## src/arb_pkg.sv

```systemverilog
package arb_pkg;

	// ------------------------------------------------------------
	// widths
	// ------------------------------------------------------------

	parameter int data_w    = 32;
	parameter int be_w      = 4;
	parameter int num_ports = 4;

	typedef logic [data_w-1:0]            addr_t;
	typedef logic [data_w-1:0]            data_t;
	typedef logic [be_w-1:0]              be_t;
	typedef logic [$clog2(num_ports)-1:0] port_idx_t;

	// ------------------------------------------------------------
	// encodings
	// ------------------------------------------------------------

	// bytes per access on a port
	typedef enum logic [2:0] {
		size_byte = 3'd1,
		size_half = 3'd2,
		size_word = 3'd4
	} port_size_e;

	// gray order, one bit flips per step
	typedef enum logic [1:0] {
		port_idle    = 2'b00,	// no request
		port_wait    = 2'b01,	// pending at sequencer
		port_hold    = 2'b11,	// acked, req still high
		port_release = 2'b10	// back to idle
	} port_state_e;

	typedef enum logic [1:0] {
		seq_idle    = 2'b00,	// free to grant
		seq_busy    = 2'b01,	// dev_req high
		seq_done    = 2'b11,	// device word registered
		seq_recover = 2'b10	// gap cycle
	} seq_state_e;

endpackage

```

## src/arb_port_if.sv

```systemverilog
interface arb_port_if;
	import arb_pkg::*;

	logic  pending;	// waiting for a grant
	addr_t addr;
	data_t wdata;
	be_t   be;
	logic  wr;
	logic  done;	// transfer of this port finished
	data_t rdata;	// registered device word

	modport ctrl (
		output pending,
		output addr,
		output wdata,
		output be,
		output wr,
		input  done,
		input  rdata
	);

	modport seq (
		input  pending,
		input  addr,
		input  wdata,
		input  be,
		input  wr,
		output done,
		output rdata
	);

endinterface

```

## src/arb_port_ctrl.sv

```systemverilog
module arb_port_ctrl #(
	parameter arb_pkg::port_size_e port_size = arb_pkg::size_word
) (
	input  logic           dev_clk,
	input  logic           dev_rst_n,
	input  logic           req,
	input  arb_pkg::addr_t addr,
	input  arb_pkg::data_t wdata,
	input  arb_pkg::be_t   be,
	input  logic           wr,
	output logic           ack,
	output arb_pkg::data_t rdata,
	arb_port_if.ctrl       bus
);
	import arb_pkg::*;

	port_state_e state;
	port_state_e state_nxt;
	data_t       lane_data;
	logic        finish;

	assign bus.pending = (state == port_wait);
	assign bus.addr    = addr;	// master holds these until ack
	assign bus.wdata   = wdata;
	assign bus.be      = be;
	assign bus.wr      = wr;

	assign finish = (state == port_wait) && bus.done;

	// ------------------------------------------------------------
	// request state machine
	// ------------------------------------------------------------

	always_comb
	begin
		state_nxt = state;
		case (state)
			port_idle:
				if (req)
					state_nxt = port_wait;
			port_wait:
				if (bus.done)
					state_nxt = port_hold;
			port_hold:
				if (!req)
					state_nxt = port_release;	// needs req low first
			default:
				state_nxt = port_idle;
		endcase
	end

	// ------------------------------------------------------------
	// read lane select, big-endian lanes
	// ------------------------------------------------------------

	always_comb
	begin
		case (port_size)
			size_byte:
				case (addr[1:0])
					2'b00: lane_data = {4{bus.rdata[31:24]}};
					2'b01: lane_data = {4{bus.rdata[23:16]}};
					2'b10: lane_data = {4{bus.rdata[15:8]}};
					default: lane_data = {4{bus.rdata[7:0]}};
				endcase
			size_half:
				lane_data = addr[1] ? {2{bus.rdata[15:0]}} : {2{bus.rdata[31:16]}};
			default:
				lane_data = bus.rdata;	// full word
		endcase
	end

	always_ff @(posedge dev_clk)
	begin
		if (!dev_rst_n)
		begin
			state <= port_idle;
			ack   <= 1'b0;
			rdata <= '0;
		end
		else
		begin
			state <= state_nxt;
			ack   <= finish;	// one cycle pulse
			if (finish && !wr)
				rdata <= lane_data;	// kept until next read
		end
	end

endmodule

```

## src/arb_dev_seq.sv

```systemverilog
module arb_dev_seq (
	input  logic           dev_clk,
	input  logic           dev_rst_n,
	input  logic           lock,
	input  arb_pkg::data_t dev_rdata,
	input  logic           dev_ack,
	output arb_pkg::addr_t dev_addr,
	output arb_pkg::data_t dev_wdata,
	output arb_pkg::be_t   dev_be,
	output logic           dev_wr,
	output logic           dev_req,
	arb_port_if.seq        bus [arb_pkg::num_ports]
);
	import arb_pkg::*;

	seq_state_e           state;
	port_idx_t            master;
	port_idx_t            winner;
	logic [num_ports-1:0] pending;
	logic [num_ports-1:0] eligible;
	logic [num_ports-1:0] wr_v;
	addr_t                addr_v [num_ports];
	data_t                wdata_v [num_ports];
	be_t                  be_v [num_ports];
	data_t                rdata_r;
	logic                 grant;

	// ------------------------------------------------------------
	// per port fan in and fan out
	// ------------------------------------------------------------

	for (genvar i = 0; i < num_ports; i++)
	begin : g_port
		assign pending[i] = bus[i].pending;
		assign addr_v[i]  = bus[i].addr;
		assign wdata_v[i] = bus[i].wdata;
		assign be_v[i]    = bus[i].be;
		assign wr_v[i]    = bus[i].wr;

		assign bus[i].done  = (state == seq_done) && (master == port_idx_t'(i));
		assign bus[i].rdata = rdata_r;
	end

	// lock leaves only port 0 in the running
	assign eligible = lock ? {{(num_ports-1){1'b0}}, pending[0]} : pending;
	assign grant    = |eligible;

	always_comb
	begin
		winner = '0;
		for (int i = num_ports - 1; i >= 0; i--)
		begin
			if (eligible[i])
				winner = port_idx_t'(i);	// lowest index wins
		end
	end

	// ------------------------------------------------------------
	// device cycle
	// ------------------------------------------------------------

	always_ff @(posedge dev_clk)
	begin
		if (!dev_rst_n)
		begin
			state  <= seq_idle;
			master <= '0;
			dev_wr <= 1'b0;
		end
		else
		begin
			case (state)
				seq_idle:
					if (grant)
					begin
						state  <= seq_busy;
						master <= winner;
						dev_wr <= wr_v[winner];
					end
				seq_busy:
					if (dev_ack)
						state <= seq_done;	// stall until device answers
				seq_done:
					state <= seq_recover;
				default:
					state <= seq_idle;
			endcase
		end
	end

	always_ff @(posedge dev_clk)
	begin
		if ((state == seq_idle) && grant)
		begin
			dev_addr  <= addr_v[winner];
			dev_wdata <= wdata_v[winner];
			dev_be    <= be_v[winner];
		end
		if ((state == seq_busy) && dev_ack)
			rdata_r <= dev_rdata;
	end

	assign dev_req = (state == seq_busy);

endmodule

```

## src/gen_arb32.sv

```systemverilog
module gen_arb32 #(
	parameter arb_pkg::port_size_e p0_size = arb_pkg::size_half,
	parameter arb_pkg::port_size_e p1_size = arb_pkg::size_half,
	parameter arb_pkg::port_size_e p2_size = arb_pkg::size_half,
	parameter arb_pkg::port_size_e p3_size = arb_pkg::size_half
) (
	output arb_pkg::addr_t dev_addr,
	output arb_pkg::data_t dev_wdata,
	output arb_pkg::be_t   dev_be,
	input  arb_pkg::data_t dev_rdata,
	output logic           dev_wr,
	output logic           dev_req,
	input  logic           dev_ack,

	input  arb_pkg::addr_t p0_addr,
	input  arb_pkg::data_t p0_wdata,
	input  arb_pkg::be_t   p0_be,
	output arb_pkg::data_t p0_rdata,
	input  logic           p0_wr,
	input  logic           p0_req,
	output logic           p0_ack,
	input  logic           p0_busreq,
	output logic           p0_busack,

	input  arb_pkg::addr_t p1_addr,
	input  arb_pkg::data_t p1_wdata,
	input  arb_pkg::be_t   p1_be,
	output arb_pkg::data_t p1_rdata,
	input  logic           p1_wr,
	input  logic           p1_req,
	output logic           p1_ack,

	input  arb_pkg::addr_t p2_addr,
	input  arb_pkg::data_t p2_wdata,
	input  arb_pkg::be_t   p2_be,
	output arb_pkg::data_t p2_rdata,
	input  logic           p2_wr,
	input  logic           p2_req,
	output logic           p2_ack,

	input  arb_pkg::addr_t p3_addr,
	input  arb_pkg::data_t p3_wdata,
	input  arb_pkg::be_t   p3_be,
	output arb_pkg::data_t p3_rdata,
	input  logic           p3_wr,
	input  logic           p3_req,
	output logic           p3_ack,

	input  logic           dev_clk,
	input  logic           dev_rst_n
);
	import arb_pkg::*;

	arb_port_if port_bus [num_ports] ();

	assign p0_busack = p0_busreq;	// lock granted at once

	// ------------------------------------------------------------
	// port controllers, port 0 highest priority
	// ------------------------------------------------------------

	arb_port_ctrl #(.port_size(p0_size)) u_port0 (
		.dev_clk(dev_clk), .dev_rst_n(dev_rst_n),
		.req(p0_req), .addr(p0_addr), .wdata(p0_wdata), .be(p0_be), .wr(p0_wr),
		.ack(p0_ack), .rdata(p0_rdata), .bus(port_bus[0])
	);

	arb_port_ctrl #(.port_size(p1_size)) u_port1 (
		.dev_clk(dev_clk), .dev_rst_n(dev_rst_n),
		.req(p1_req), .addr(p1_addr), .wdata(p1_wdata), .be(p1_be), .wr(p1_wr),
		.ack(p1_ack), .rdata(p1_rdata), .bus(port_bus[1])
	);

	arb_port_ctrl #(.port_size(p2_size)) u_port2 (
		.dev_clk(dev_clk), .dev_rst_n(dev_rst_n),
		.req(p2_req), .addr(p2_addr), .wdata(p2_wdata), .be(p2_be), .wr(p2_wr),
		.ack(p2_ack), .rdata(p2_rdata), .bus(port_bus[2])
	);

	arb_port_ctrl #(.port_size(p3_size)) u_port3 (
		.dev_clk(dev_clk), .dev_rst_n(dev_rst_n),
		.req(p3_req), .addr(p3_addr), .wdata(p3_wdata), .be(p3_be), .wr(p3_wr),
		.ack(p3_ack), .rdata(p3_rdata), .bus(port_bus[3])
	);

	arb_dev_seq u_seq (
		.dev_clk(dev_clk),
		.dev_rst_n(dev_rst_n),
		.lock(p0_busreq),	// hold off ports 1 to 3
		.dev_rdata(dev_rdata),
		.dev_ack(dev_ack),
		.dev_addr(dev_addr),
		.dev_wdata(dev_wdata),
		.dev_be(dev_be),
		.dev_wr(dev_wr),
		.dev_req(dev_req),
		.bus(port_bus)
	);

endmodule

```

## config.mk

```make
export PLATFORM = sky130hd
export DESIGN_NAME = gen_arb32
export DESIGN_NICKNAME = d
export VERILOG_FILES = /design/src/arb_pkg.sv /design/src/arb_port_if.sv /design/src/arb_port_ctrl.sv /design/src/arb_dev_seq.sv /design/src/gen_arb32.sv
export SDC_FILE = /design/constraint.sdc
export NUM_CORES = 1
export LEC_CHECK = 0
export BUFFER_PORTS_ARGS = -buffer_cell sky130_fd_sc_hd__buf_2
export CORE_AREA = 10 10 194 196
export DETAILED_ROUTE_END_ITERATION = 10
export DIE_AREA = 0 0 204 206
export PLACE_DENSITY = 0.58
export SYNTH_ARGS = -nofsm -noshare
export SYNTH_HDL_FRONTEND = slang
export SYNTH_SLANG_ARGS = --single-unit
```

## constraint.sdc

```tcl
create_clock -name dev_clk -period 4.6 [get_ports dev_clk]
set_input_delay 0.69 -clock dev_clk [delete_from_list [all_inputs] [get_ports dev_clk]]
set_output_delay 0.69 -clock dev_clk [all_outputs]
set_load 0.005 [all_outputs]
```

After elaboration in Yosys (flattened, before gate mapping)
Index checks and enable logic that the tools add are counted.

Flip-flop bits (word level): 245. Bits of input ports: 316. Word-level logic and storage cells: 119. Output and inout port bits: 203.

Bitwise gates (word level): 1. Multiplexer cells: 39. Reduce and logical (&&, ||, !) cells: 31. $lt $le $gt $ge: 2. Eq/ne operators: 27.

Operators by type and width (count): $mux W32 (8); $bmux W32 S2 (2); $mux W2 (18); $pmux W2 S3 (5); $ne A2 B2 Y1 const B (8); $eq A2 B2 Y1 const B (7); $logic_and A1 B1 Y1 (14); $eq A2 B1 Y1 const B (6); $logic_not A2 Y1 (6); $mux W4 (3); $ne A2 B1 Y1 const B (6); $reduce_and A3 Y1 (4); $bmux W4 S2 (1); $logic_not A1 Y1 (4); $reduce_and A2 Y1 (2); $reduce_or A4 Y1 (1); $ge A3 B3 Y1 const B (1); $lt A2 B3 Y1 const B (1); $not A2 Y3 (1); $bmux W1 S2 (1); $mux W1 (1).

Logic depth before layout (Yosys ltp)
Depth in word-level cells: 10. Gate-level depth with buffers: 8. Depth with buffers taken out: 5.

Modules after synthesis
A second synthesis with hierarchy kept.

Cell total of the unflattened synthesis: 986. Area, all modules: 11786.3 µm².

Modules (own cells, without submodules): arb_port_ctrl (sequential area each 380.4 µm², area an instance 1516.5 µm², times used 4, cells an instance 167); arb_dev_seq (sequential area each 3103.0 µm², area an instance 5713.0 µm², times used 1, cells an instance 317); gen_arb32 (sequential area each 0.0 µm², area an instance 7.5 µm², times used 1, cells an instance 1).

Worst setup path before layout
No wires, ideal clock.

Path kind: input-to-reg. Start: input port p0_busreq. End: register u_seq.master[0]. Stages on the path: 4. Path buffers: 0. Data arrival time: 2895 ps. Library setup time: 115 ps. Data required time: 4485 ps. Path slack: 1590 ps. Cell sequence: o21ai_0 -> o21a_1 -> mux2i_1 -> and2_1.

Cells in the longest elaborated chain, start to end: 5. Elaborated cells on any way between the ends: 7. Classes of those cells: 5 x mux; 2 x reduce/logical.

Ends and longest elaborated chain: from (decl) (line gen_arb32.sv:22) `input logic p0_busreq,`; $mux W4 * (line arb_dev_seq.sv:45) `assign eligible = lock ? {{(num_ports-1){1'b0}}, pending[0]} : pending;`; $mux W2 (4 in a row) (line arb_dev_seq.sv:53) `if (eligible[i])`; to (signal assigned) (line arb_dev_seq.sv:77) `master <= winner;`; to (decl) (line arb_dev_seq.sv:17) `port_idx_t master;`.

Every way passes the cells marked *; elsewhere a longest branch is shown, timed or not. A chain may end at the register's enable or synchronous reset.

Worst setup path after layout
Start: register u_port2.state[1]. End: register u_seq.dev_wdata[13] (data pin).

Cells in the longest elaborated chain, start to end: 9.

Ends and longest elaborated chain: from (decl) (line arb_port_ctrl.sv:17) `port_state_e state;`; from (signal assigned) (line arb_port_ctrl.sv:77) `state <= port_idle;`; from (signal assigned) (line arb_port_ctrl.sv:83) `state <= state_nxt;`; $eq A2 B1 Y1 (line arb_port_ctrl.sv:22) `assign bus.pending = (state == port_wait);`; $mux W4 (line arb_dev_seq.sv:45); $mux W2 (3 in a row) (line arb_dev_seq.sv:53); $not A2 Y3 (not written as such) (line arb_dev_seq.sv:96) `dev_wdata <= wdata_v[winner];`; $bmux W32 S2 (line arb_dev_seq.sv:96); $mux W32 (not written as such) (2 in a row) (line arb_dev_seq.sv:96); to (signal assigned) (line arb_dev_seq.sv:96); to (decl) (line arb_dev_seq.sv:8) `output arb_pkg::data_t dev_wdata,`.

No other way between the ends. The select of a mux whose other input is x is not followed.

==> summary.txt <==
Status - completed
Register area share after synthesis - 0.5242
DP Wirelength - 34440 um
CP Capture Point - u_seq.dev_wdata[13]$_DFFE_PP_
Yosys warnings - 0
# Post-CTS Setup Buffers - 0
FF-to-FF Start - u_port2.state[1]$_SDFFE_PN0P_
Critical Path Fanout Max - 61
EDFF count, synth - 100
Pin count of the biggest net entering global routing - 73
Core ar. - 33950 um2
Drc violations - 0
CTS buffer count - 17
Dominant synthesized flop cell - edfxtp_1
Crit. End Element - register
RSZ-0062 raised after global routing - no
Post-Syn Area - 8822 um2
Clock Skew - 0.01068 ns
Synth area leader - edfxtp_1
Pleak - 5.302 nW
Reg-to-reg critical path endpoint - u_seq.dev_wdata[13]$_DFFE_PP_
Final Hold Viols - 0
CP startpoint - u_port2.state[1]$_SDFFE_PN0P_
ANT nets after route - 0
Final period utilization - 0.5409
IO Pins - 519
Met1 Resource Use GR - 0.1910
Dpl ws - 1.903 ns
Die ar. - 42020 um2
R2r setup slk - 2.11 ns
CTS Buffer Depth - 2
CTS Hold Bufs - 0
Yosys top cell area share - 0.3404
Post_cts resized - 0
Count leader, synth - edfxtp_1
Synth async-reset ratio - 0
Synth unique cells - 33
Vias in the first global route - 7866
Post-Synthesis Cells - 618
Synth Register Bits - 181
CP startpoint kind - register
Fmax - 401.9 MHz
GRT Overall Usage - 0.1881
Worst slew margin - 0.2530
Iter 0 DRT Violations - 319
Die X - 204 um
Worst Hold Class - input port to register
Power Density - 339.4 nW/um2
GR Overflow Total - 0
Port bufs - 518
Synth cell count leaders - edfxtp_1 (100), dfxtp_1 (81), nor2_1 (80)
Layout cells sized above 1 - 0.6007
Worst-Margin Slew - 1.121 ns
Setup TNS - 0 ns
Syn_area_per_cell - 14.28 um2
Area growth, synth to finish - 34.73%
Worst setup margin - 2.112 ns
Pwr Total - 4.034 mW
Final wirelength - 41460 um
First-pass GRT wire length - 56240 um
Main area contributors after synthesis - edfxtp_1 (34%), dfxtp_1 (18%), mux4_2 (17%)
Crit Path Category - register to register
Maximum vdd drop - 0.2604 mV
Clk sink count - 181
Row Count - 68
Placer Congestion - 0.9340
Worst-path clk slew - 0.08 ns
Required time worst endpoint - 4.78 ns
Routed len/inst - 26.83 um
Busiest layer in global routing - met2
CTS H-tree depth - 4
Max-Cap Viols - 0
TritonCTS clock tree - built
Layout Nets - 1370
Crit path DAT - 2.67 ns
Drt first pass iters - 4
GR Util met3 - 0.07241
Clock root buffer - clkbuf_16
Initial Utilization - 0.2599
Final setup violation count - 0
R2r worst-path depth - 5
Syn_nets - 934
Min Clock Period, post-route - 2.488 ns
Die Y - 206 um
Global-route track usage on met2 - 0.3348
Worst skew pair latency - 0.45 ns
DR vias/cell - 4.700
Initial antenna violation count - 33
Slew Limit Fails - 0
Routed vias - 7261
-- state kept, by name, summed over array words and instances, names as in the netlist, 2 cells and up --
signal,flops
u_seq.state,2
u_port1.state,2
u_seq.master,2
u_port0.rdata,16
u_seq.bus.rdata,32
u_port1.rdata,16
u_seq.dev_wdata,32
u_port2.rdata,16
u_port0.state,2
u_port3.state,2
u_seq.dev_addr,32
u_port2.state,2
u_seq.dev_be,4
u_port3.rdata,16
-- area by class of cell --
cell class	count	area, um2
inverters	3	11.26
fillers	3410	22060
diodes	23	57.56
clock buffers	17	425.4
repair buffers	527	2673
clock inverters	15	156.4
multi-input cells	324	3369
well taps	455	569.3
flip-flops and latches	181	4624
-- layer usage --
| metal | wire length (um) | part of all wire |
|---|---|---|
| met4 | 1382 | 0.033 |
| met3 | 3939 | 0.095 |
| met5 | 94 | 0.0023 |
| met2 | 21780 | 0.53 |
| met1 | 14260 | 0.34 |
-- logic make-up after synthesis --
| logic type | count (synthesis) | synth area share |
|---|---|---|
| AOI/OAI and AO/OA | 81 | 0.06878 |
| buffers and inverters | 113 | 0.09516 |
| DFF | 181 | 0.5242 |
| muxes | 135 | 0.2496 |
| and+or+nand+nor | 108 | 0.06226 |
-- layout by cell type (no fill, tap or decap), types with 2 or more instances in the layout --
cell type and count:
a211oi_1 64, nor2_1 80, diode_2 23, o211a_1 5
inv_8 4, nand2b_4 2, nor3_1 2, mux4_2 68
clkinv_4 2, buf_4 8, nor4_1 4, nand2b_2 2
buf_2 518, o21ai_0 2, edfxtp_1 100, mux2i_1 67
inv_1 2, dfxtp_1 81, nand3b_1 3, a21oi_1 5
nand2_1 3, clkbuf_16 17, inv_6 6, nor4_4 4
-- metrics by stage --
stage,cell area [um2],util,hold slack (ns),std cells
floorplan,8822,-,0.4491,618
global placement,11250,0.3313,0.4572,1490
detailed placement,11250,0.3313,0.4832,1490
CTS,11830,0.3484,0.3832,1522
global route,11860,0.3495,0.3837,1536
finish,11890,0.3501,0.4127,1545
-- worst min-delay path by stage --
stage	from	end	slack (ns)	cells after the start
6_report	dev_rdata[21]	u_seq.bus[0].rdata[21]$_DFFE_PP_	0.41	1
3_5_place_dp	u_port2.state[0]$_SDFFE_PN0P_	u_port2.state[1]$_SDFFE_PN0P_	0.48	1
5_1_grt	dev_rdata[5]	u_seq.bus[0].rdata[5]$_DFFE_PP_	0.38	1
4_1_cts	dev_rdata[21]	u_seq.bus[0].rdata[21]$_DFFE_PP_	0.38	1
3_3_place_gp	u_port2.state[0]$_SDFFE_PN0P_	u_port2.state[1]$_SDFFE_PN0P_	0.46	1
2_1_floorplan	u_port2.state[0]$_SDFFE_PN0P_	u_port2.state[1]$_SDFFE_PN0P_	0.45	1
-- worst max-delay path, stage by stage (launching register included) --
cell and delay (ns):
dfxtp_1 0.34, nand2b_1 0.23, a21oi_2 0.23, and2_4 0.73
buf_4 0.33, mux4_2 0.32
-- where the power goes --
part | internal [mW] | leakage [nW] | switching [mW]
logic | 0.312 | 3.41 | 0.305
clock network | 0.772 | 0.285 | 0.728
registers | 1.86 | 1.61 | 0.0588
total | 2.94 | 5.30 | 1.09
Note: power is estimated with default switching activity, not from simulation.
